<file path="config.mk">
export PLATFORM = sky130hd
export DESIGN_NAME = wb_interconnect
export DESIGN_NICKNAME = d
export VERILOG_FILES = /design/src/source/pet_pkg.sv /design/src/source/wb_interconnect.sv
export VERILOG_INCLUDE_DIRS = /design/src /design/src/source
export SDC_FILE = /design/constraint.sdc
export NUM_CORES = 1
export LEC_CHECK = 0
export BUFFER_PORTS_ARGS = -buffer_cell sky130_fd_sc_hd__buf_2
export CORE_MARGIN = 3
export CORE_UTILIZATION = 27
export DETAILED_ROUTE_END_ITERATION = 10
export PLACE_DENSITY = 0.83
export REMOVE_ABC_BUFFERS = 1
export SLEW_MARGIN = 5
export SYNTH_ARGS = -nofsm -noshare
export SYNTH_HDL_FRONTEND = slang
export SYNTH_SLANG_ARGS = --single-unit
</file>
<file path="constraint.sdc">
create_clock -name wb_clock_i -period 3.8 [get_ports wb_clock_i]
set_input_delay 0.57 -clock wb_clock_i [delete_from_list [all_inputs] [get_ports wb_clock_i]]
set_output_delay 0.57 -clock wb_clock_i [all_outputs]
set_load 0.01 [all_outputs]
</file>
<file path="src/source/pet_defs.svh">
// PET system control constants
// Bus widths, address map, register layout and CPU timing defaults
// shared by the package and the RTL

`ifndef PET_DEFS_SVH
`define PET_DEFS_SVH

// Bus widths
`define WB_ADDR_WIDTH 16
`define DATA_WIDTH 8

// RAM window, 2 KB at the bottom of the map
`define RAM_ADDR_WIDTH 11
`define RAM_BASE 16'h0000

// Register window, four registers
`define REG_BASE 16'hE800
`define REG_ADDR_WIDTH 2

// CPU control register and its bits
`define REG_CPU 0
`define REG_CPU_READY_BIT 0
`define REG_CPU_RESET_BIT 1

// Extra CPU reset cycles after the request drops
`define RESET_HOLD 4

// System clocks per CPU clock enable
`define CPU_DIVIDER 8

`endif

</file>
<file path="src/source/pet_pkg.sv">
// PET system control types
// Bus vectors, Wishbone request/response bundles and the CPU state encoding

`default_nettype none

package pet_pkg;

`include "pet_defs.svh"

    // ~~~~~~~~~~~~~~~~~~~~~~~~~~~~~~~~~~~~~~~~~~~~~~~~~~~~~~~~~~~~~~~~~~~~~~~~~~
    // Vectors
    // ~~~~~~~~~~~~~~~~~~~~~~~~~~~~~~~~~~~~~~~~~~~~~~~~~~~~~~~~~~~~~~~~~~~~~~~~~~
    typedef logic [`WB_ADDR_WIDTH-1:0]  wb_addr_t;
    typedef logic [`DATA_WIDTH-1:0]     wb_data_t;
    typedef logic [`REG_ADDR_WIDTH-1:0] reg_addr_t;
    typedef logic [`RAM_ADDR_WIDTH-1:0] ram_addr_t;

    // Master to target, Wishbone B4 pipelined
    typedef struct packed {
        wb_addr_t addr;
        wb_data_t data;
        logic     we;
        logic     cycle;
        logic     strobe;
    } wb_req_t;

    // Target to master
    typedef struct packed {
        wb_data_t data;
        logic     ack;
        logic     stall;
    } wb_rsp_t;

    // CPU timing FSM
    typedef enum logic [1:0] {
        CPU_RESET,
        CPU_HALT,
        CPU_RUN
    } cpu_state_t;

endpackage

`default_nettype wire

</file>
<file path="src/source/wb_interconnect.sv">
// Wishbone interconnect
// Decodes the master address into the RAM or the register window, gates
// strobe to the selected target and merges the responses. Unmapped
// accesses get a zero ack one cycle later

`timescale 1ns/1ps
`default_nettype none

`include "pet_defs.svh"

module wb_interconnect (
    input  wire logic             wb_clock_i,
    input  wire logic             rst_n_i,
    input  wire pet_pkg::wb_req_t m_req_i,
    output pet_pkg::wb_rsp_t      m_rsp_o,
    output pet_pkg::wb_req_t      reg_req_o,
    input  wire pet_pkg::wb_rsp_t reg_rsp_i,
    output pet_pkg::wb_req_t      ram_req_o,
    input  wire pet_pkg::wb_rsp_t ram_rsp_i
);
    import pet_pkg::*;

    localparam wb_addr_t RAM_BASE_A = `RAM_BASE;
    localparam wb_addr_t REG_BASE_A = `REG_BASE;

    logic ram_sel;
    logic reg_sel;
    logic miss_q;

    // Window match on the bits above each window's index
    assign ram_sel = m_req_i.addr[`WB_ADDR_WIDTH-1:`RAM_ADDR_WIDTH]
                  == RAM_BASE_A[`WB_ADDR_WIDTH-1:`RAM_ADDR_WIDTH];
    assign reg_sel = m_req_i.addr[`WB_ADDR_WIDTH-1:`REG_ADDR_WIDTH]
                  == REG_BASE_A[`WB_ADDR_WIDTH-1:`REG_ADDR_WIDTH];

    // Fan out, strobe only reaches the selected target
    always_comb begin
        reg_req_o        = m_req_i;
        reg_req_o.strobe = m_req_i.strobe & reg_sel;
        ram_req_o        = m_req_i;
        ram_req_o.strobe = m_req_i.strobe & ram_sel;
    end

    // Nobody selected, answer ourselves next cycle
    always_ff @(posedge wb_clock_i) begin
        if (!rst_n_i) begin
            miss_q <= 1'b0;
        end else begin
            miss_q <= m_req_i.cycle & m_req_i.strobe & ~ram_sel & ~reg_sel;
        end
    end

    // OR merge, data qualified by each ack; a miss contributes zero data
    assign m_rsp_o.data  = (reg_rsp_i.ack ? reg_rsp_i.data : '0)
                         | (ram_rsp_i.ack ? ram_rsp_i.data : '0);
    assign m_rsp_o.ack   = reg_rsp_i.ack | ram_rsp_i.ack | miss_q;
    assign m_rsp_o.stall = reg_rsp_i.stall | ram_rsp_i.stall;

    // Windows are disjoint, so at most one responder per cycle
    ack_onehot_a: assert property (@(posedge wb_clock_i) disable iff (!rst_n_i)
        $onehot0({reg_rsp_i.ack, ram_rsp_i.ack, miss_q}));

endmodule

`default_nettype wire

</file>
Word level (Yosys, flattened, before mapping)
Index checks and enable logic that the tools add are counted.

Input bits: 49. Word-level logic and storage cells: 16. Output and inout port bits: 64. Flip-flop bits (word level): 1.

Mux-type cells: 2. Equal/unequal tests: 1. Bitwise gates (word level): 11. Reductions and logical operators: 1.

Operators with widths (count): 8-bit 2-to-1 mux (2); 14-bit == test, second input constant (1); 8-bit bitwise OR (1); 1-bit bitwise AND (5); 5-bit zero test (1); 1-bit bitwise OR (3); 1-bit NOT (2).

Depth between registers and ports, before layout
Depth in word-level cells: 4. Mapped depth: 3. Depth with buffers taken out: 3.

Least setup slack after synthesis
Ideal clock, no wire load.

Path kind: input -> output. From: input port m_req_i[14] (netlist name). To: output port reg_req_o[0] (netlist name). Stages: 3. Data required time: 3.230 ns. Path slack: 1.717 ns. Buffers on the path: 0. Arrival: 1.513 ns. Path through: or4_4 > nor4_2 > and2_1.

RTL lines: start, declared (RTL line wb_interconnect.sv:14) `input wire pet_pkg::wb_req_t m_req_i,`; end, declared (RTL line wb_interconnect.sv:16) `output pet_pkg::wb_req_t reg_req_o,`.

==> results.yml <==
final_layout:
  layout.cells.most_common: "buf_2"
  layout_common_cells: "79 x buf_2, 8 x a22o_1, 2 x or4_1, 2 x and2_1"
  fin_cells: 128
  top_register: "miss_q"
  reg_top3: "miss_q (1)"
  largest_register_ffs: 1
  finish.net_count: 152
  drive_gt1_share_pct: 82.18
  area_growth_pct: 5.365
  n_fill_cell: 225
  diodes: 0
sta:
  finalHoldViolations: 0
  timing.fmax_mhz: 426.4
  slew_viol_final: 0
  timing.slew.headroom_pct: 82.89
  rsz0062_at_grt: "no"
  fin_crit_ps: 2345
  final-setup-viol-count: 0
  period_share_pct: 61.72
  tightest_slew_ps: 254.5
  tns_ps: 0
worst_setup_path:
  cp_max_fo: 3
  critPathCapture: "reg_req_o[0]"
  startpoint_type: "input port"
  slowest_delay_ps: 520
  cp_cell_sequence: "buf_2, or4_4, nor4_2, and2_1, buf_2"
  setup.worst_path.start: "m_req_i[14]"
  cp-end-kind: "output pin"
  critPathMostFrequentCell: "buf_2"
  worstSetupPathType: "input port to output pin"
  cp_data_required_time_ps: 3230
  arrival_ps: 1780
  cp_slowest_cell: "or4_4"
route:
  wirelength_um: 1922
  drt-initial-drc-count: 1
  via_per_inst: 4.547
  ant_nets: 0
  vias: 582
  drc: 0
  wl_per_cell_um: 15.02
  drt-pass1-iter-count: 4
global_route:
  overflow: 0
  grt_max_degree: 10
  grt_pass1_wl_um: 2573
  grt_pass1_vias: 512
  antenna_found_initial: 0
  track_usage_pct: 12.51
synth:
  yosysUniqueCellTypes: 15
  yosysWarnings: 0
  yosys_register_bits: 1
  netlist_instances: 76
  ys_seq_area_share_pct: 3.433
  syn_area_um2: 583.1
  synth.avg_cell_area_um2: 7.672
floorplanning:
  coreArea_mm2: 0.002002
  dieArea_mm2: 0.002753
  rows: 16
  start_util_pct: 29.12
  die_w_um: 52.47
  die-height_um: 52.47
  num_io_pins: 113
placement:
  dpl.cell_count: 128
  port_buffers: 79
  globalplace.congestion: 0.7670
power:
  ir_drop_mv: 0.05188
  leakagePower_nw: 0.3799
  power.density_mw_per_mm2: 139.6
outcome:
  status: "complete, no violations"
clocking:
  post_cts_buffers: 0
  ctsHoldBuffers: 0
  post_cts_resized: 0
  clk_pin_slew_ps: 0
worst_hold_path:
  hold_class: "input port to flop"
job:
  max_cap_viol_count: 0
-- cell usage after synthesis --
library cell / count / area share [%]
a22o_1: 8 / 12
and2_1: 2 / 2.1
buf_4: 52 / 67
clkbuf_1: 2 / 1.3
dfxtp_1: 1 / 3.4
nand3_1: 1 / 0.86
nand4b_1: 1 / 1.5
nor2_1: 1 / 0.64
nor3_1: 1 / 0.86
nor4_2: 1 / 2.1
or2_2: 1 / 1.1
or2b_2: 1 / 1.5
or3_1: 1 / 1.1
or4_1: 2 / 2.6
or4_4: 1 / 1.9
-- logic make-up after synthesis --
| group | count (synthesis) | synth area share (%) |
|---|---|---|
| AOI/OAI and AO/OA | 8 | 12.02 |
| buffers and inverters | 54 | 68.24 |
| and+or+nand+nor | 13 | 16.31 |
| DFF | 1 | 3.434 |
-- where the power goes --
part / switching [mW] / internal [mW]
sequential: 0.000115 / 0.0112
combinational: 0.0378 / 0.0367
clock: 0 / 0
-- per-layer routing --
metal,wire (um),track usage (%)
met5,0,0
met3,447,8.262
met1,593,11.17
met4,0,0
met2,882,24.38
-- worst min path at each step --
stage | cells after the start | endpoint | start
floorplan | 2 | miss_q | m_req_i[1]
global placement | 3 | miss_q | rst_n_i
detailed placement | 3 | miss_q | rst_n_i
CTS | 3 | miss_q | rst_n_i
global route | 3 | miss_q | rst_n_i
finish | 3 | miss_q | rst_n_i
-- cell type report --
cell class / count / area (um^2) / share of cell area, %
Timing Repair Buffer: 79 / 395.4 / 64.36
Sequential cell: 1 / 20.02 / 3.259
Tap cell: 27 / 33.78 / 5.499
Multi-Input combinational cell: 21 / 165.2 / 26.88
-- worst max-delay path: cells and delay by family --
family	cells	cell delay (ps)
buffers and inverters	2	240
AND/OR/NAND/NOR	3	970
-- metrics by stage --
step	setup slack (ps)	hold WS (ps)	power (mW)	util [%]	area, um^2
after floorplan	1717	700.7	0.02566	-	185.2
final	1455	842.8	0.08575	30.69	614.3
after global placement	1506	847.4	0.08585	30.69	614.3
after global routing	1425	857.3	0.09174	30.69	614.3
after CTS	1456	843.2	0.08647	30.69	614.3
after detailed placement	1460	839.7	0.08634	30.69	614.3
Note: power is estimated with default switching activity, not from simulation.
