File: src/source/pet_defs.svh
// PET system control constants
// Bus widths, address map, register layout and CPU timing defaults
// shared by the package and the RTL

`ifndef PET_DEFS_SVH
`define PET_DEFS_SVH

// Bus widths
`define WB_ADDR_WIDTH 16
`define DATA_WIDTH 8

// RAM window, 2 KB at the bottom of the map
`define RAM_ADDR_WIDTH 11
`define RAM_BASE 16'h0000

// Register window, four registers
`define REG_BASE 16'hE800
`define REG_ADDR_WIDTH 2

// CPU control register and its bits
`define REG_CPU 0
`define REG_CPU_READY_BIT 0
`define REG_CPU_RESET_BIT 1

// Extra CPU reset cycles after the request drops
`define RESET_HOLD 4

// System clocks per CPU clock enable
`define CPU_DIVIDER 8

`endif

File: src/source/pet_pkg.sv
// PET system control types
// Bus vectors, Wishbone request/response bundles and the CPU state encoding

`default_nettype none

package pet_pkg;

`include "pet_defs.svh"

    // ~~~~~~~~~~~~~~~~~~~~~~~~~~~~~~~~~~~~~~~~~~~~~~~~~~~~~~~~~~~~~~~~~~~~~~~~~~
    // Vectors
    // ~~~~~~~~~~~~~~~~~~~~~~~~~~~~~~~~~~~~~~~~~~~~~~~~~~~~~~~~~~~~~~~~~~~~~~~~~~
    typedef logic [`WB_ADDR_WIDTH-1:0]  wb_addr_t;
    typedef logic [`DATA_WIDTH-1:0]     wb_data_t;
    typedef logic [`REG_ADDR_WIDTH-1:0] reg_addr_t;
    typedef logic [`RAM_ADDR_WIDTH-1:0] ram_addr_t;

    // Master to target, Wishbone B4 pipelined
    typedef struct packed {
        wb_addr_t addr;
        wb_data_t data;
        logic     we;
        logic     cycle;
        logic     strobe;
    } wb_req_t;

    // Target to master
    typedef struct packed {
        wb_data_t data;
        logic     ack;
        logic     stall;
    } wb_rsp_t;

    // CPU timing FSM
    typedef enum logic [1:0] {
        CPU_RESET,
        CPU_HALT,
        CPU_RUN
    } cpu_state_t;

endpackage

`default_nettype wire

File: src/source/cpu_timing.sv
// CPU timing controller
// Turns the ready and reset request bits into the 6502 reset line and
// clock-enable strobe. Reset is stretched by RESET_HOLD cycles after the
// request drops; in run the enable pulses once every CPU_DIVIDER clocks

`timescale 1ns/1ps
`default_nettype none

`include "pet_defs.svh"

module cpu_timing #(
    parameter int RESET_HOLD  = `RESET_HOLD,
    parameter int CPU_DIVIDER = `CPU_DIVIDER
) (
    input  wire logic          wb_clock_i,
    input  wire logic          rst_n_i,
    input  wire logic          cpu_ready_i,
    input  wire logic          cpu_reset_request_i,
    output logic               cpu_reset_o,
    output logic               cpu_enable_o,
    output pet_pkg::cpu_state_t cpu_state_o
);
    import pet_pkg::*;

    // Widths sized so the terminal counts always fit
    localparam int HOLD_W = $clog2(RESET_HOLD + 2);
    localparam int DIV_W  = $clog2(CPU_DIVIDER + 1);

    cpu_state_t        state_q;
    cpu_state_t        state_d;
    logic [HOLD_W-1:0] hold_cnt_q;
    logic [DIV_W-1:0]  div_cnt_q;
    logic              hold_done;
    logic              reset_q;

    assign hold_done = hold_cnt_q == HOLD_W'(RESET_HOLD);

    // ~~~~~~~~~~~~~~~~~~~~~~~~~~~~~~~~~~~~~~~~~~~~~~~~~~~~~~~~~~~~~~~~~~~~~~~~~~
    // Next state
    // ~~~~~~~~~~~~~~~~~~~~~~~~~~~~~~~~~~~~~~~~~~~~~~~~~~~~~~~~~~~~~~~~~~~~~~~~~~
    always_comb begin
        state_d = state_q;
        case (state_q)
            CPU_RESET: begin
                // Leave once the request has stayed low long enough
                if (!cpu_reset_request_i && hold_done) begin
                    state_d = cpu_ready_i ? CPU_RUN : CPU_HALT;
                end
            end
            CPU_HALT: begin
                if (cpu_reset_request_i) begin
                    state_d = CPU_RESET;
                end else if (cpu_ready_i) begin
                    state_d = CPU_RUN;
                end
            end
            CPU_RUN: begin
                if (cpu_reset_request_i) begin
                    state_d = CPU_RESET;
                end else if (!cpu_ready_i) begin
                    state_d = CPU_HALT;
                end
            end
            default: state_d = CPU_RESET;
        endcase
    end

    // ~~~~~~~~~~~~~~~~~~~~~~~~~~~~~~~~~~~~~~~~~~~~~~~~~~~~~~~~~~~~~~~~~~~~~~~~~~
    // State and counters
    // ~~~~~~~~~~~~~~~~~~~~~~~~~~~~~~~~~~~~~~~~~~~~~~~~~~~~~~~~~~~~~~~~~~~~~~~~~~
    always_ff @(posedge wb_clock_i) begin
        if (!rst_n_i) begin
            state_q    <= CPU_RESET;
            reset_q    <= 1'b1;
            hold_cnt_q <= '0;
            div_cnt_q  <= '0;
        end else begin
            state_q <= state_d;
            reset_q <= state_d == CPU_RESET;

            // Hold count restarts while the request is high
            if (state_q != CPU_RESET || cpu_reset_request_i) begin
                hold_cnt_q <= '0;
            end else if (!hold_done) begin
                hold_cnt_q <= hold_cnt_q + 1'b1;
            end

            // Divider idles at zero outside run, so each entry restarts it
            if (state_q != CPU_RUN) begin
                div_cnt_q <= '0;
            end else if (div_cnt_q == DIV_W'(CPU_DIVIDER)) begin
                div_cnt_q <= DIV_W'(1);
            end else begin
                div_cnt_q <= div_cnt_q + 1'b1;
            end
        end
    end

    assign cpu_reset_o  = reset_q;
    assign cpu_enable_o = (state_q == CPU_RUN) && (div_cnt_q == DIV_W'(CPU_DIVIDER));
    assign cpu_state_o  = state_q;

    // Reset flop and FSM must never disagree into a clocked CPU in reset
    enable_in_reset_a: assert property (@(posedge wb_clock_i) disable iff (!rst_n_i)
        !(cpu_enable_o && cpu_reset_o));

    // Strobe is one cycle wide for any divider above one
    enable_single_a: assert property (@(posedge wb_clock_i)
        disable iff (!rst_n_i || CPU_DIVIDER < 2)
        cpu_enable_o |=> !cpu_enable_o);

endmodule

`default_nettype wire

File: config.mk
export PLATFORM = sky130hd
export DESIGN_NAME = cpu_timing
export DESIGN_NICKNAME = d
export VERILOG_FILES = /design/src/source/pet_pkg.sv /design/src/source/cpu_timing.sv
export VERILOG_INCLUDE_DIRS = /design/src /design/src/source
export SDC_FILE = /design/constraint.sdc
export NUM_CORES = 1
export LEC_CHECK = 0
export ABC_CLOCK_PERIOD_IN_PS = 1300
export CAP_MARGIN = 40
export CORE_AREA = 2 2 39 41
export DETAILED_ROUTE_END_ITERATION = 8
export DIE_AREA = 0 0 41 43
export DONT_BUFFER_PORTS = 1
export GPL_TIMING_DRIVEN = 0
export SLEW_MARGIN = 20
export SYNTH_ARGS = -nofsm -noshare
export SYNTH_HDL_FRONTEND = slang
export SYNTH_SLANG_ARGS = --single-unit
File: constraint.sdc
create_clock -name wb_clock_i -period 1.3 [get_ports wb_clock_i]
set_input_delay 0.195 -clock wb_clock_i [delete_from_list [all_inputs] [get_ports wb_clock_i]]
set_output_delay 0.195 -clock wb_clock_i [all_outputs]
set_load 0.005 [all_outputs]
=== Yosys cells after proc, flatten, opt, wreduce, memory -nomap -nowiden ===
Index checks and enable logic that the tools add are counted.

* Add/sub/neg operators: 2
* Equal/unequal tests: 5
* Muxes and demuxes: 8
* Bitwise operators: 1
* Reductions and logical operators: 10

{| class="wikitable"
|+ Operators with widths
! cell !! count
|-
| 2-to-1 mux 2 bit || 6
|-
| case mux 2 bit (3 select lines) || 1
|-
| adder 4 x 1 -> 4 bit (second input constant) || 1
|-
| equality test 4 bit (second input constant) || 1
|-
| zero test 2 bit || 2
|-
| OR reduction 2 bit || 2
|-
| adder 3 x 1 -> 3 bit (second input constant) || 1
|-
| equality test 3 bit (second input constant) || 1
|-
| OR reduction 3 bit || 1
|-
| equality test 2 x 1 -> 1 bit (second input constant) || 1
|-
| equality test 2 bit (second input constant) || 1
|-
| logical AND 1 bit || 2
|-
| != test 2 bit (second input constant) || 1
|-
| nonzero test 2 bit || 1
|-
| zero test 1 bit || 1
|-
| logical OR 1 bit || 1
|-
| 2-to-1 mux 1 bit || 1
|-
| NOT 1 bit || 1
|}

* Register bits after elaboration: 10
* Input port bits: 4

=== Longest topological paths before layout ===
* Depth after elaboration: 5
* Gate-level depth with buffers: 5

=== Worst setup path after synthesis ===
OpenSTA, ideal clock, no wires.

* Kind: reg2reg
* From: register hold_cnt_q[0]
* To: register state_q[0], in the netlist cpu_state_o[0]
* Library setup time: 0.115 ns
* Arrival: 1.087 ns
* Data required time: 1.185 ns
* Slack: 0.099 ns
* Stages on the path, launching flop included: 6
* Period minus slack after synthesis: 1.201 ns
* Cells stage by stage: dfxtp_1 -> inv_1 -> ha_1 -> a211o_2 -> nand4b_1 -> nor2_1

* Longest elaborated chain between the ends: 4

{| class="wikitable"
|+ Ends and longest elaborated chain
! element !! RTL line !! source
|-
| from (decl) || cpu_timing.sv:31 || <nowiki>logic [HOLD_W-1:0] hold_cnt_q;</nowiki>
|-
| from (signal assigned) || cpu_timing.sv:85 || <nowiki>hold_cnt_q <= hold_cnt_q + 1'b1;</nowiki>
|-
| equality test 3 bit || cpu_timing.sv:36 || <nowiki>assign hold_done = hold_cnt_q == HOLD_W'(RESET_HOLD);</nowiki>
|-
| logical AND 1 bit || cpu_timing.sv:46 || <nowiki>if (!cpu_reset_request_i && hold_done) begin</nowiki>
|-
| 2-to-1 mux 2 bit || cpu_timing.sv:46 ||
|-
| case mux 2 bit (3 select lines) || cpu_timing.sv:43 || <nowiki>case (state_q)</nowiki>
|-
| to (signal assigned) || cpu_timing.sv:78 || <nowiki>state_q <= state_d;</nowiki>
|-
| to (decl) || cpu_timing.sv:29 || <nowiki>cpu_state_t state_q;</nowiki>
|}

No other way between the ends.
A chain may end at the register's enable or synchronous reset.

=== Final worst setup path ===
* From: register div_cnt_q[1]
* To: output cpu_enable_o

* Longest elaborated chain between the ends: 2

{| class="wikitable"
|+ Ends and longest elaborated chain
! element !! RTL line !! source
|-
| from (decl) || cpu_timing.sv:32 || <nowiki>logic [DIV_W-1:0] div_cnt_q;</nowiki>
|-
| from (signal assigned) || cpu_timing.sv:94 || <nowiki>div_cnt_q <= div_cnt_q + 1'b1;</nowiki>
|-
| equality test 4 bit || cpu_timing.sv:100 || <nowiki>assign cpu_enable_o = (state_q == CPU_RUN) && (div_cnt_q == DIV_W'(CPU_DIVIDER));</nowiki>
|-
| logical AND 1 bit || cpu_timing.sv:100 ||
|-
| to (decl) || cpu_timing.sv:20 || <nowiki>output logic cpu_enable_o,</nowiki>
|}

No other way between the ends.

==> flow_summary.yaml <==
outcome:
  outcome: "finished clean"
clock_tree:
  clock-sinks: 10
  cts_tree: "built"
  worstSkewPairLatency_ns: 0.25
  cts.path.max_buffers: 2
  hold_buffers: 0
  clk_pin_slew_ns: 0.06
  numCtsBuffers: 3
  h-tree-depth: 1
  root_buffer: "clkbuf_4"
sta:
  hold_viol: 0
  drv_slew: 0
  rsz0062_at_grt: "true"
  finalSetupViolCount: 0
  skew_ns: 0.000279
  tns_ns: 0
  period_share_pct: 99.9
  relSlewSlack_pct: 83.6
  fin_crit_ns: 1.30
  fmaxAchievable_ghz: 0.770
  tightestPinTransition_ns: 0.246
synth:
  synth_compound_gate_area_share_pct: 4.60
  synth_mux_area_share_pct: 0
  yosys.area_share.simple_pct: 26.7
  syn_inst: 47
  synth_fp_nets: 55
  synth_area_um2: 435
  yosysUniqueCellTypes: 16
  synth.largest_area_cell: "dfxtp_1"
  ys_top_cells_by_count: "10 x dfxtp_1, 8 x nor2_1, 6 x inv_1, 4 x ha_1, 4 x nand2_1"
  synthMostInstantiatedCell: "dfxtp_1"
  synth-seq-cells: 10
  synth_top_family_by_area: "simple AND/OR/NAND/NOR gates"
  async_flop_share_pct: 0
  yosys_warnings: 0
  yosysSeqAreaShare_pct: 46.0
  synth_area_leaders: "dfxtp_1 46%, ha_1 11%, nor2_1 6.9%, inv_1 5.2%, xnor2_1 4.0%"
  synth-edff-count: 0
  synthFlopType: "dfxtp_1"
  synth.top_cell.area_share_pct: 46.0
  synth_xor_area_share_pct: 6.03
  synthAdderAreaFrac_pct: 11.5
  syn_area_per_cell_um2: 9.26
global_routing:
  antenna_found_initial: 0
  grt_pass1_wl_um: 1300
  grtUsageTotal_pct: 11.1
  overflow: 0
  grt_pass1_vias: 300
  grt_max_degree: 7
min_path:
  hold_path.startpoint: "cpu_ready_i"
  hold_path_class: "input pin to flip-flop"
  whs_path_depth: 1
  whs_endpoint: "cpu_state_o[0]"
finish:
  syn2layout_area_growth_pct: 22.4
  diodes: 0
  layout-drive-gt1-share_pct: 35.2
  fin_nets: 64
  fin_cells: 70
floorplanning:
  start_util_pct: 31.5
  die-area_um2: 1760
  rows: 14
  ios: 8
  die_w_um: 41
  die_h_um: 43
  core_area_um2: 1380
setup_path:
  reg2regPathDepth: 5
  cp.arrival_ns: 1.10
  cp_cell_sequence: "inv_2, ha_4, nand3b_1, nor3b_2"
  setup.worst_path.start: "div_cnt_q[1]"
  worstReg2RegStart: "hold_cnt_q[0]"
  required_ns: 1.11
  crit_type: "flip-flop to primary output"
  cp-start-kind: "flip-flop"
  r2r-end: "cpu_state_o[0]"
  reg2reg_slack_ns: 0.06
  cp_slowest_cell: "dfxtp_2"
  cp_top_family: "simple AND/OR/NAND/NOR gates"
  cp.buffers_inverters: 1
  end_kind: "primary output"
  crit_path_max_incr_delay_ns: 0.32
  cp_max_fo: 2
drt:
  avgRoutedWirePerCell_um: 11.1
  avgViaCountPerCell: 4.77
  drt_iter0_markers: 3
  ant_nets: 0
  drt_wl_total_um: 775
  drc: 0
  num_vias: 334
  dr.pass1.iters: 4
power:
  ir_worst_vdd_v: 0.000491
  finalPower_mw: 0.538
  p_per_area_nw_per_um2: 1010
  p_leak_nw: 0.203
placement:
  globalplace.congestion: 0.772
  hpwl_um: 563
  numPlacedInstances: 63
  io_buffers: 0
run:
  cap_violations: 0
==> metal layers <==
| metal | vias to the layer above | global-route usage [%] | wire, um |
|---|---|---|---|
| li1 | 169 | - | - |
| met3 | 0 | 3.66 | 29 |
| met4 | 0 | 6.00 | 0 |
| met2 | 6 | 16.6 | 411 |
| met1 | 159 | 13.5 | 334 |
| met5 | - | 0 | 0 |
==> layout by cell type, fill, tap and decap left out <==
master and instances:
dfxtp_1 6, nand4b_1 1, inv_1 4, ha_2 1, nor3b_2 1, nand2_1 4
xor2_1 1, nand3_1 2, inv_2 2, ha_1 2, dfxtp_2 4, a21oi_1 2
buf_4 4, xnor2_1 2, nand2b_1 1, clkbuf_4 3, or4b_4 1, ha_4 1
nor2_1 8, a211o_2 1, nand3b_1 2, nor3_2 1
==> cell families (layout without fill, tap and decap cells) <==
kind of cell | after synthesis | after routing
simple gates | 21 | 21
flops | 10 | 10
buf+inv | 6 | 13
fa+ha+maj | 4 | 4
compound gates | 3 | 3
xor+xnor | 3 | 3
==> metrics by stage <==
| step | hold slack, ns | setup WS [ns] | instance area, um2 | util, % |
|---|---|---|---|---|
| after floorplan | 0.267 | 0.0986 | 435 | - |
| after global placement | 0.268 | 0.00674 | 455 | 32.9 |
| after detailed placement | 0.271 | -0.0117 | 455 | 32.9 |
| after CTS | 0.00241 | -0.0179 | 500 | 36.2 |
| after global routing | 0.00535 | -0.0608 | 533 | 38.5 |
| final | 0.00273 | 0.00105 | 533 | 38.5 |
==> worst max-delay path by stage <==
stage | cells after the start | slack [ns] | to
2_1_floorplan | 5 | 0.1 | cpu_state_o[0]
3_3_place_gp | 5 | 0.007 | cpu_state_o[1]
3_5_place_dp | 5 | -0.01 | cpu_state_o[0]
4_1_cts | 4 | -0.02 | cpu_enable_o
5_1_grt | 4 | -0.06 | cpu_enable_o
6_report | 4 | 0.001 | cpu_enable_o
==> cell type report <==
type / instances / area [um2]
Fill cell: 152 / 851
Timing Repair Buffer: 4 / 30.0
Sequential cell: 10 / 205
Multi-Input combinational cell: 31 / 233
Tap cell: 16 / 20.0
Clock buffer: 3 / 22.5
Inverter: 6 / 22.5
==> flip-flops by register name, indices dropped and copies added (netlist names) <==
register / cells
cpu_reset_o: 1
hold_cnt_q: 3
cpu_state_o: 2
div_cnt_q: 4
==> where the power goes <==
group | internal [mW] | switching (mW) | total (mW) | leakage [nW]
combinational | 0.0117 | 0.00967 | 0.0213 | 0.106
sequential | 0.310 | 0.00320 | 0.313 | 0.0827
clock | 0.107 | 0.0967 | 0.203 | 0.0138
total | 0.428 | 0.110 | 0.538 | 0.203
==> timing repair <==
action / in CTS / in global routing
buffers inserted: 2 / 2
pin swaps: 2 / 2
resized for setup: 3 / 7
cloned: 0 / 0
setup endpoints to repair: 3 / 3
Note: power is estimated with default switching activity, not from simulation.
