==> src/source/pet_defs.svh <==
// PET system control constants
// Bus widths, address map, register layout and CPU timing defaults
// shared by the package and the RTL

`ifndef PET_DEFS_SVH
`define PET_DEFS_SVH

// Bus widths
`define WB_ADDR_WIDTH 16
`define DATA_WIDTH 8

// RAM window, 2 KB at the bottom of the map
`define RAM_ADDR_WIDTH 11
`define RAM_BASE 16'h0000

// Register window, four registers
`define REG_BASE 16'hE800
`define REG_ADDR_WIDTH 2

// CPU control register and its bits
`define REG_CPU 0
`define REG_CPU_READY_BIT 0
`define REG_CPU_RESET_BIT 1

// Extra CPU reset cycles after the request drops
`define RESET_HOLD 4

// System clocks per CPU clock enable
`define CPU_DIVIDER 8

`endif

==> src/source/pet_pkg.sv <==
// PET system control types
// Bus vectors, Wishbone request/response bundles and the CPU state encoding

`default_nettype none

package pet_pkg;

`include "pet_defs.svh"

    // ~~~~~~~~~~~~~~~~~~~~~~~~~~~~~~~~~~~~~~~~~~~~~~~~~~~~~~~~~~~~~~~~~~~~~~~~~~
    // Vectors
    // ~~~~~~~~~~~~~~~~~~~~~~~~~~~~~~~~~~~~~~~~~~~~~~~~~~~~~~~~~~~~~~~~~~~~~~~~~~
    typedef logic [`WB_ADDR_WIDTH-1:0]  wb_addr_t;
    typedef logic [`DATA_WIDTH-1:0]     wb_data_t;
    typedef logic [`REG_ADDR_WIDTH-1:0] reg_addr_t;
    typedef logic [`RAM_ADDR_WIDTH-1:0] ram_addr_t;

    // Master to target, Wishbone B4 pipelined
    typedef struct packed {
        wb_addr_t addr;
        wb_data_t data;
        logic     we;
        logic     cycle;
        logic     strobe;
    } wb_req_t;

    // Target to master
    typedef struct packed {
        wb_data_t data;
        logic     ack;
        logic     stall;
    } wb_rsp_t;

    // CPU timing FSM
    typedef enum logic [1:0] {
        CPU_RESET,
        CPU_HALT,
        CPU_RUN
    } cpu_state_t;

endpackage

`default_nettype wire

==> src/source/register_file.sv <==
// Control register file
// Four byte registers on the Wishbone bus. The CPU register carries the
// ready and reset request bits that steer the CPU timing FSM.
// Read-before-write with a one-cycle ack

`timescale 1ns/1ps
`default_nettype none

`include "pet_defs.svh"

module register_file (
    input  wire logic             wb_clock_i,
    input  wire logic             rst_n_i,
    input  wire pet_pkg::wb_req_t req_i,
    output pet_pkg::wb_rsp_t      rsp_o,
    output logic                  cpu_ready_o,
    output logic                  cpu_reset_o
);
    import pet_pkg::*;

    localparam int REG_COUNT = 2 ** `REG_ADDR_WIDTH;

    wb_data_t  regs [REG_COUNT];
    wb_data_t  rd_data_q;
    reg_addr_t reg_addr;
    logic      sel;
    logic      ack_q;

    // Strobe is already gated by the interconnect decode
    assign sel      = req_i.cycle & req_i.strobe;
    assign reg_addr = req_i.addr[`REG_ADDR_WIDTH-1:0];

    // Register storage and ack
    always_ff @(posedge wb_clock_i) begin
        if (!rst_n_i) begin
            for (int i = 0; i < REG_COUNT; i++) begin
                regs[i] <= '0;
            end
            // CPU held in reset, not ready
            regs[`REG_CPU][`REG_CPU_READY_BIT] <= 1'b0;
            regs[`REG_CPU][`REG_CPU_RESET_BIT] <= 1'b1;
            ack_q <= 1'b0;
        end else begin
            ack_q <= sel;
            if (sel && req_i.we) begin
                regs[reg_addr] <= req_i.data;
            end
        end
    end

    // Old contents, captured on the same edge as the write
    always_ff @(posedge wb_clock_i) begin
        if (sel) begin
            rd_data_q <= regs[reg_addr];
        end
    end

    assign rsp_o.data  = rd_data_q;
    assign rsp_o.ack   = ack_q;
    assign rsp_o.stall = 1'b0;

    // Control levels to the CPU timing
    assign cpu_ready_o = regs[`REG_CPU][`REG_CPU_READY_BIT];
    assign cpu_reset_o = regs[`REG_CPU][`REG_CPU_RESET_BIT];

    // Every ack answers a strobe from the previous cycle
    ack_after_strobe_a: assert property (@(posedge wb_clock_i) disable iff (!rst_n_i)
        rsp_o.ack |-> $past(req_i.cycle && req_i.strobe));

endmodule

`default_nettype wire

==> config.mk <==
export PLATFORM = sky130hd
export DESIGN_NAME = register_file
export DESIGN_NICKNAME = d
export VERILOG_FILES = /design/src/source/pet_pkg.sv /design/src/source/register_file.sv
export VERILOG_INCLUDE_DIRS = /design/src /design/src/source
export SDC_FILE = /design/constraint.sdc
export NUM_CORES = 1
export LEC_CHECK = 0
export ABC_AREA = 1
export ABC_CLOCK_PERIOD_IN_PS = 5000
export BUFFER_PORTS_ARGS = -buffer_cell sky130_fd_sc_hd__buf_2
export CAP_MARGIN = 20
export CORE_MARGIN = 2
export CORE_UTILIZATION = 56
export DETAILED_ROUTE_END_ITERATION = 12
export GPL_TIMING_DRIVEN = 1
export PLACE_DENSITY = 0.83
export SLEW_MARGIN = 30
export SYNTH_ARGS = -nofsm -noshare
export SYNTH_HDL_FRONTEND = slang
export SYNTH_SLANG_ARGS = --single-unit
==> constraint.sdc <==
create_clock -name wb_clock_i -period 5 [get_ports wb_clock_i]
set_clock_uncertainty 0.1 [all_clocks]
set_input_delay 0.5 -clock wb_clock_i [delete_from_list [all_inputs] [get_ports wb_clock_i]]
set_output_delay 0.5 -clock wb_clock_i [all_outputs]
set_load 0.03 [all_outputs]
; ---- Word-level counts from Yosys, hierarchy flattened
; Memory sizes are Yosys's and may differ from the RTL's. A register that Yosys moved wholly into a read port is not among the register bits.
; Index checks and enable logic that the tools add are counted.
[word_totals]
regBits = 1
mem_bits_rw = 32
in_bits = 29
output_inout_bits = 12
wordCells = 16
mem_count = 1
[classes]
mux = 9
bitwise_logic = 3
n_reduce_logical = 2
[memory_table]
columns = name, depth, width, read_ports, rd_ports_with_merged_regs, write_ports, line_no
row1 = regs, 4, 8, 2, 1, 4, register_file.sv:23  ; wb_data_t regs [REG_COUNT];
[ops]
columns = cell, count
row1 = 2-to-1 mux 8 bit, 1
row2 = OR reduction 8 bit, 1
row3 = 2-to-1 mux 1 bit, 6
row4 = 2-to-1 mux 3 bit, 1
row5 = 2-to-1 mux 2 bit, 1
row6 = bitwise OR 1 bit, 2
row7 = AND 1 bit, 1
row8 = logical AND 1 bit, 1

; ---- Logic depth before layout (Yosys ltp)
; Gate-level depths: netlist of run 1.
[logic_depth]
ltp_word = 7
depth_mapped = 6
depth_no_buf = 6

; ---- Worst setup path after synthesis of run 1
; OpenSTA, ideal clock, no wires.
[synth_path]
kind = in2reg
from = input req_i[11] (netlist name)
to = memory regs[3][0] (netlist name) (enable)
setup_ns = 0.387
arrival_ns = 1.598
required_time_ns = 4.513
path_slack_ns = 2.915
stages = 4
path_cell_list = buf_2 -> inv_1 -> buf_2 -> o31ai_1
[synth_lines]
columns = item, line_no
row1 = start: declaration, register_file.sv:14  ; input wire pet_pkg::wb_req_t req_i,
row2 = end: declaration, register_file.sv:23

==> impl_metrics.csv, run 1 <==
group,metric,value,unit
worst_setup_path,reg2reg_depth,2,
die,initial_utilization,57.9,%
clocking,cts_tree,"built",
worst_setup_path,crit_slowest_cell,"o31ai_1",
sta,period_minus_slack,2.17,ns
routing,drt-total-wl,3340,um
status,status,"complete, no violations",
sta,clock.fmax,460,MHz
global_routing,grt_pass1_vias,1156,
final_layout,mostFrequentLayoutCells,"46 x nor2_1, 38 x edfxtp_1, 25 x buf_2",
final_layout,diodes,0,
synth,ys_seq_area_share,69.7,%
routing,dr_total_vias,1166,
sta,slew_headroom,55.6,%
place,portBuffers,25,
global_routing,top_usage_layer,"met2",
worst_setup_path,required,4.96,ns
die,rows,20,
final_layout,area_growth,10.2,%
sta,period_share,43.4,%
final_layout,layout_commonest_cell,"nor2_1",
synth,yosys_warnings,0,
worst_setup_path,reg2reg_slack,3.95,ns
worst_setup_path,rr_startpoint,"regs[1][3]",
final_layout,drive_gt1_share,22.2,%
power_and_ir_drop,p_per_area,319,mW/mm2
worst_setup_path,start_kind,"input pin",
clocking,ctsHoldBuffers,0,
clocking,clockBufferDepth,2,
clocking,cts_resized,0,
global_routing,globalRouteMet2Util,37.5,%
sta,tns,0,ns
routing,drtAntennaViolNets,0,
final_layout,finalNonFillerCells,209,
synth,netlist_area,0.00172,mm2
global_routing,met3_usage,5.46,%
sta,worst_slew_pin_slew,0.660,ns
worst_setup_path,path_cells,"buf_2 > inv_1 > o31ai_1 > buf_4",
place,dp_hpwl,2280,um
worst_setup_path,worstSetupStartpoint,"req_i[11]",
sta,rsz0062_at_grt,"no",
routing,drc,0,
sta,finalSetupViolCount,0,
synth,synth_fp_nets,180,
global_routing,grt_pass1_wl,5440,um
final_layout,fin_nets,205,
global_routing,grt_max_degree,22,
die,design.die.area,0.00354,mm2
clocking,h-tree-depth,2,
synth,synth_cell_types,19,
clocking,cts_setup_buffers,0,
sta,hold_viol,0,
die,core_area,0.00298,mm2
die,io_pins,41,
clocking,cts_made_buffers,5,
die,die_h,59.5,um
power_and_ir_drop,ir_drop,0.174,mV
worst_setup_path,r2r-end,"rd_data_q[3]",
place,placed_cells,202,
global_routing,grt_usage,22.0,%
worst_setup_path,crit_arrival,2.14,ns
sta,final-max-slew-violation-count,0,
global_routing,use_met1,26.4,%
clocking,root_buffer,"clkbuf_4",
hold_path,hold_start,"req_i[3]",
synth,syn_area_per_cell,11.4,um2
synth,netlist_instances,151,
routing,via_per_inst,5.58,
worst_setup_path,crit_end,"regs[3][4]",
worst_setup_path,path_class,"in2reg",
global_routing,antenna_found_initial,0,
place,gp_congestion,0.776,
clocking,cts_num_sinks,41,
die,die_w,59.5,um
routing,routedWlPerCell,16.0,um
global_routing,gr-total-overflow,0,
clocking,clk_latency,0.34,ns
run,maxCapViolations,0,
worst_setup_path,cp-end-kind,"flop",
worst_setup_path,worstPathMaxFanout,21,
hold_path,hold_path_class,"in2reg",
routing,dr.first_iter.drc_count,47,
synth,synth-seq-cells,41,
power_and_ir_drop,leakage,0.770,nW
worst_setup_path,slowest_delay,0.69,ns
routing,first_pass_iters,4,
clocking,clk_pin_slew,0.11,ns
[Yosys cell counts]
library cell,number,area share [%]
buf_2,4,1.2
buf_4,2,0.87
clkbuf_1,2,0.44
conb_1,1,0.22
dfxtp_1,3,3.5
edfxtp_1,38,66
inv_1,11,2.4
inv_2,1,0.22
nand2_1,6,1.3
nand2_4,2,1.3
nand3_1,4,1.2
nand3_2,2,1.2
nand4_1,1,0.36
nor2_1,46,10
nor2_2,1,0.36
nor2_4,2,1.3
o21ai_0,16,4.6
o22ai_1,8,2.9
o31ai_1,1,0.44
[kinds of logic (layout without fill, tap and decap cells)]
family / after synthesis / in the layout / synth area share (%)
buffers and inverters: 20 / 45 / 5.08
other: 1 / 1 / 0.218
flip-flops: 41 / 41 / 69.7
AND/OR/NAND/NOR: 64 / 64 / 17.0
AO/OA/AOI/OAI: 25 / 25 / 7.99
[how the worst min path moves through the flow]
stage	cells past startpoint	end
3_3_place_gp	2	regs[0][0]
4_1_cts	3	regs[0][0]
5_1_grt	3	regs[0][0]
6_report	3	regs[0][0]
2_1_floorplan	2	rd_data_q[2]
3_5_place_dp	2	regs[0][0]
[routing by layer]
metal / vias up / part of all wire [%]
met4: 0 / 2.1
li1: 563 / -
met5: - / 0
met2: 43 / 51
met1: 551 / 40
met3: 9 / 6.7
[critical path: cells and delay by family]
| family | cells | cell delay [ns] |
|---|---|---|
| buf+inv | 3 | 0.94 |
| compound gates | 1 | 0.69 |
[sequential cells by signal, indices dropped and copies added, names as in the netlist]
signal     count
regs          32
ack_q          1
rd_data_q      8
[through the flow]
step	area [um2]	utilization [%]	setup WS (ns)	total power (W)	hold slack, ns
after floorplan	1720	-	2.92	0.000443	0.456
after global placement	1850	62.3	2.53	0.000459	0.374
after detailed placement	1850	62.3	2.44	0.000463	0.376
after CTS	1900	63.8	2.80	0.000604	0.293
after global routing	1900	63.8	2.71	0.000626	0.293
final	1900	63.8	2.83	0.000605	0.298
[report_power, final]
group | switching [W] | internal (W) | leakage [nW]
Clock | 0.0000994 | 0.0000511 | 0.0258
Combinational | 0.0000408 | 0.0000153 | 0.358
Sequential | 0.00000458 | 0.000394 | 0.386
Total | 0.000145 | 0.000460 | 0.770
[layout make-up]
type	instances	area, um2
Fill cell	237	1080
Timing Repair Buffer	26	133
Clock buffer	6	41.3
Multi-Input combinational cell	90	434
Tap cell	33	41.3
Sequential cell	41	1200
Clock inverter	1	3.75
Inverter	12	45.0
(Power assumes the default switching activity.)
==> run 2, diff against run 1 <==
- ABC_AREA: 1 -> 0
- ABC_CLOCK_PERIOD_IN_PS: 5000 -> 2000
- CORE_UTILIZATION: 56 -> 52
- PLACE_DENSITY: 0.83 -> 0.78
- clock period: 5 -> 2 ns (I/O delays scaled with it)
==> impl_metrics.csv, run 2 <==
group,metric,value,unit
power_and_ir_drop,ir_drop,0.428,mV
sta,fin_ws,0.759,ns
place,post-place-ws,0.482,ns
final_layout,area_growth,15.5,%
routing,dr.first_iter.drc_count,28,
sta,finalSetupViolCount,0,
worst_setup_path,crit_arrival,0.94,ns
global_routing,grt_usage,16.6,%
synth,synth_fp_nets,135,
clocking,clockBufferDepth,2,
final_layout,drive_gt1_share,35.7,%
die,core_area,0.00328,mm2
die,die_w,62.1,um
clocking,root_buffer,"clkbuf_4",
status,status,"complete, no violations",
sta,slew_headroom,62.5,%
worst_setup_path,required,1.70,ns
synth,yosys_warnings,0,
sta,clock.fmax,806,MHz
final_layout,layout_commonest_cell,"edfxtp_1",
sta,rsz0062_at_grt,"no",
clocking,clk_pin_slew,0.11,ns
synth,synth_top_cell_by_area,"edfxtp_1",
sta,final-max-slew-violation-count,0,
clocking,cts_tree,"built",
die,design.die.area,0.00386,mm2
final_layout,largest_register,"regs",
global_routing,grt_pass1_vias,983,
synth,netlist_instances,106,
final_layout,diodes,0,
die,initial_utilization,53.5,%
synth,ys.flop_type,"edfxtp_1",
place,gp_congestion,0.804,
synth,synth-edff-count,38,
routing,drt-total-wl,2960,um
synth,synth-seq-cells,41,
global_routing,antenna_found_initial,0,
place,placedInstanceArea,0.00196,mm2
synth,synth_compound_area_share,1.42,%
synth,synth_top_family_by_area,"simple AND/OR/NAND/NOR gates",
synth,yosysMostFrequentCell,"edfxtp_1",
global_routing,grt_pass1_wl,4630,um
synth,yosys.area.top_type_share,65.0,%
die,rows,21,
sta,whs,0.0429,ns
sta,period_share,62.1,%
sta,period_minus_slack,1.24,ns
clocking,cts_num_sinks,41,
worst_setup_path,path_class,"reg2out",
worst_setup_path,slowest_delay,0.41,ns
power_and_ir_drop,leakage,0.773,nW
sta,tns,0,ns
worst_setup_path,cp-end-kind,"output port",
global_routing,grt_max_degree,17,
synth,synth_cell_types,22,
final_layout,largest_register_ffs,32,
clocking,cts_setup_buffers,0,
sta,hold_viol,0,
synth,ys_seq_area_share,68.4,%
synth,netlist_area,0.00176,mm2
hold_path,hold_path_class,"in2reg",
routing,dr_total_vias,973,
routing,drtAntennaViolNets,0,
die,io_pins,41,
final_layout,finalNonFillerCells,189,
final_layout,mostFrequentLayoutCells,"38 x edfxtp_1, 25 x and2_1, 25 x buf_2",
run,maxCapViolations,0,
worst_setup_path,critPathBufInv,1,
worst_setup_path,crit_family,"flip-flops",
worst_setup_path,worstPathMaxFanout,1,
final_layout,design_area,0.00203,mm2
synth,synth_top_cells_by_area,"edfxtp_1 65%, mux4_2 10%, and2_1 8.9%",
clocking,clk_latency,0.35,ns
routing,via_per_inst,5.15,
place,placed_cells,180,
synth,synth.area.mux_share,10.3,%
place,dp_hpwl,2040,um
synth,synth-simple-area-share,17.5,%
synth,synthTopCellsByCount,"38 x edfxtp_1, 25 x and2_1, 8 x mux4_2, 7 x and3_1, 4 x o21ai_0",
power_and_ir_drop,p_per_area,769,mW/mm2
synth,syn_area_per_cell,16.6,um2
synth,synthArstFlopShare,0,%
worst_setup_path,start_kind,"flop",
routing,first_pass_iters,4,
final_layout,fin_nets,171,
worst_setup_path,path_cells,"buf_2",
clocking,cts_made_buffers,5,
worst_setup_path,crit_slowest_cell,"edfxtp_1",
clocking,h-tree-depth,2,
routing,drc,0,
die,die_h,62.1,um
final_layout,reg_top3,"regs: 32 flops, rd_data_q: 8 flops, ack_q: 1 flops",
place,portBuffers,25,
sta,worst_slew_pin_slew,0.561,ns
synth,synth_fa_ha_area_share,0,%
global_routing,gr-total-overflow,0,
synth,synth_xor_area_share,0,%
routing,routedWlPerCell,15.7,um
## run 2: cell count changes after synthesis, moves of 3 or more
cell	change
and2_1	+25
and3_1	+7
buf_2	-3
inv_1	-11
mux4_2	+8
nand2_1	-3
nand3_1	-3
nor2_1	-45
o21ai_0	-12
o22ai_1	-8
## run 2: layout make-up
cell class,count,area (um2)
clock buffers,8,58.8
fillers,245,1250
multi-input cells,60,517
flip-flops and latches,41,1200
well taps,46,57.6
repair buffers,34,195
## run 2: path summary, 6_finish.rpt
| path | startpoint | to | slack, ns | cells after the start |
|---|---|---|---|---|
| max | rd_data_q[7] | rsp_o[9] | 0.76 | 1 |
| max reg2reg | regs[2][6] | rd_data_q[6] | 0.77 | 1 |
| min reg2reg | regs[0][0] | regs[0][0] | 0.39 | 2 |
| min | rst_n_i | regs[0][1] | 0.04 | 2 |
## run 2: kinds of logic (layout without fill, tap and decap cells)
group           count (synthesis)  in the layout
compound gates                  5              5
buf+inv                         5             42
flops                          41             41
mux                             8              8
other cells                     1              1
simple gates                   46             46
## run 2: power breakdown
group / switching [W] / internal (W) / total (W)
Sequential: 0.0000113 / 0.000985 / 0.000996
Clock: 0.000248 / 0.000174 / 0.000422
Combinational: 0.0000819 / 0.0000614 / 0.000143
## run 2: repair_timing
item | 4_1_cts | 5_1_grt
endpoints found under the setup margin | 0 | 0
hold endpoints to repair | 1 | 0
hold buffers | 1 | 0
resized for setup | 0 | 0
## run 2: metal layers
metal,wire length (um),track usage [%]
met5,0,0
met4,103,11.9
met3,95,3.99
met1,1170,17.9
met2,1590,28.5
## run 2: through the flow
step | power, W | utilization, %
6_report | 0.00156 | 61.8
4_1_cts | 0.00158 | 61.8
3_3_place_gp | 0.00115 | 59.7
5_1_grt | 0.00162 | 61.8
3_5_place_dp | 0.00116 | 59.7
2_1_floorplan | 0.00110 | -
==> run 3, diff against run 2 <==
- ABC_CLOCK_PERIOD_IN_PS: 2000 -> 1300
- clock period: 2 -> 1.3 ns (I/O delays scaled with it)
==> impl_metrics.csv, run 3 (same netlist as run 2, synthesis figures left out) <==
group,metric,value,unit
clocking,root_buffer,"clkbuf_4",
clocking,clk_latency,0.34,ns
clocking,cts_made_buffers,5,
worst_setup_path,cp-end-kind,"flop",
power_and_ir_drop,clkPwrFrac,24.8,%
die,die_h,62.1,um
final_layout,area_growth,23.4,%
sta,period_minus_slack,1.21,ns
global_routing,top_usage_layer,"met2",
clocking,ctsHoldBuffers,10,
global_routing,grt_pass1_vias,1114,
sta,slew_headroom,62.7,%
power_and_ir_drop,ir_drop,0.777,mV
place,portBuffers,25,
worst_setup_path,path_class,"reg2reg",
final_layout,fin_nets,186,
final_layout,mostFrequentLayoutCells,"38 x edfxtp_1, 25 x and2_1, 25 x buf_2",
power_and_ir_drop,combPwrFrac,10.9,%
final_layout,final_util,66.0,%
final_layout,drive_gt1_share,35.4,%
worst_setup_path,crit_family,"multiplexers",
global_routing,gr-total-overflow,0,
clocking,cts_num_sinks,41,
worst_setup_path,path_cells,"mux4_2",
worst_setup_path,reg2reg_slack,0.09,ns
sta,rsz0062_at_grt,"no",
status,status,"complete, no violations",
clocking,cts_resized,0,
die,core_area,0.00328,mm2
final_layout,fillCellCount,228,
sta,final-max-slew-violation-count,0,
clocking,h-tree-depth,2,
die,design.die.area,0.00386,mm2
power_and_ir_drop,internal_power,0.00186,W
sta,whs,0.0175,ns
worst_setup_path,critPathBufInv,0,
worst_setup_path,crit_slowest_cell,"mux4_2",
sta,clock.fmax,829,MHz
final_layout,multi_input_area,517,um2
final_layout,reg_top3,"regs: 32 flops, rd_data_q: 8 flops, ack_q: 1 flops",
sta,hold_viol,0,
global_routing,use_met1,19.1,%
final_layout,layout_commonest_cell,"edfxtp_1",
place,dp_hpwl,2210,um
run,maxCapViolations,0,
clocking,clockBufferDepth,2,
global_routing,antenna_found_initial,0,
worst_setup_path,worstPathMaxFanout,1,
place,gp_congestion,0.781,
routing,dr.first_iter.drc_count,54,
final_layout,largest_register_ffs,32,
hold_path,hold_path_class,"in2reg",
die,rows,21,
power_and_ir_drop,p_per_area,1100,mW/mm2
routing,routedWlPerCell,15.8,um
routing,drc,0,
worst_setup_path,slowest_delay,0.48,ns
power_and_ir_drop,sw_frac_of_total,22.1,%
worst_setup_path,crit_arrival,1.20,ns
routing,via_per_inst,5.09,
power_and_ir_drop,leakage,0.839,nW
die,die_w,62.1,um
global_routing,grt_usage,18.6,%
sta,period_share,92.8,%
routing,drtAntennaViolNets,0,
clocking,cts_setup_buffers,0,
sta,finalSetupViolCount,0,
routing,drt-total-wl,3220,um
clocking,clk_pin_slew,0.11,ns
clocking,cts_tree,"built",
global_routing,met3_usage,3.80,%
routing,first_pass_iters,4,
global_routing,grt_pass1_wl,5290,um
final_layout,register_area,0.00120,mm2
global_routing,globalRouteMet2Util,35.9,%
die,initial_utilization,53.5,%
power_and_ir_drop,switchingPower,0.000527,W
worst_setup_path,required,1.30,ns
sta,worst_slew_pin_slew,0.557,ns
final_layout,diodes,0,
routing,dr_total_vias,1039,
worst_setup_path,start_kind,"flop",
final_layout,largest_register,"regs",
sta,tns,0,ns
die,io_pins,41,
power_and_ir_drop,seq_power_share,64.2,%
global_routing,grt_max_degree,17,
[run 3: cell count changes in the layout (fill, tap and decap cells not counted)]
cell	previous run	this run
buf_12	0	1
buf_4	8	13
clkbuf_1	2	3
clkbuf_8	1	0
dlygate4sd3_1	1	10
o21ai_0	4	2
o21ai_1	0	2
[run 3: worst paths after layout]
path                        to  depth (start not counted)       start
setup / recovery  rd_data_q[7]                          1  regs[3][7]
hold / removal           ack_q                          2    req_i[1]
setup reg to reg  rd_data_q[7]                          1  regs[3][7]
hold reg to reg     regs[0][0]                          2  regs[0][0]
[run 3: stage by stage]
stage                     setup WS, ns  cells  area, um2  total power, W
after CTS                       0.0919    204       2170         0.00240
after global routing            0.0651    204       2170         0.00248
final                           0.0941    204       2170         0.00238
after global placement         -0.0929    186       2020         0.00179
after floorplan                 -0.141    106       1760         0.00169
after detailed placement        -0.137    186       2020         0.00180
[run 3: power groups by stage]
stage / registers (W) / logic [W] / clock network, W
floorplan: 0.00158 / 0.000110 / 0
global placement: 0.00156 / 0.000230 / 0
detailed placement: 0.00156 / 0.000238 / 0
CTS: 0.00153 / 0.000262 / 0.000606
global route: 0.00154 / 0.000279 / 0.000664
finish: 0.00153 / 0.000261 / 0.000592
[run 3: cell type report]
class	count	share of cell area [%]
clock buffers	8	2.25
well taps	46	2.66
repair buffers	49	15.8
multi-input cells	60	23.8
flip-flops and latches	41	55.4
[run 3: per-layer routing]
layer	vias to the layer above	routed length, um
li1	502	-
met1	511	1220
met2	21	1840
met3	5	112
met4	0	50
met5	-	0
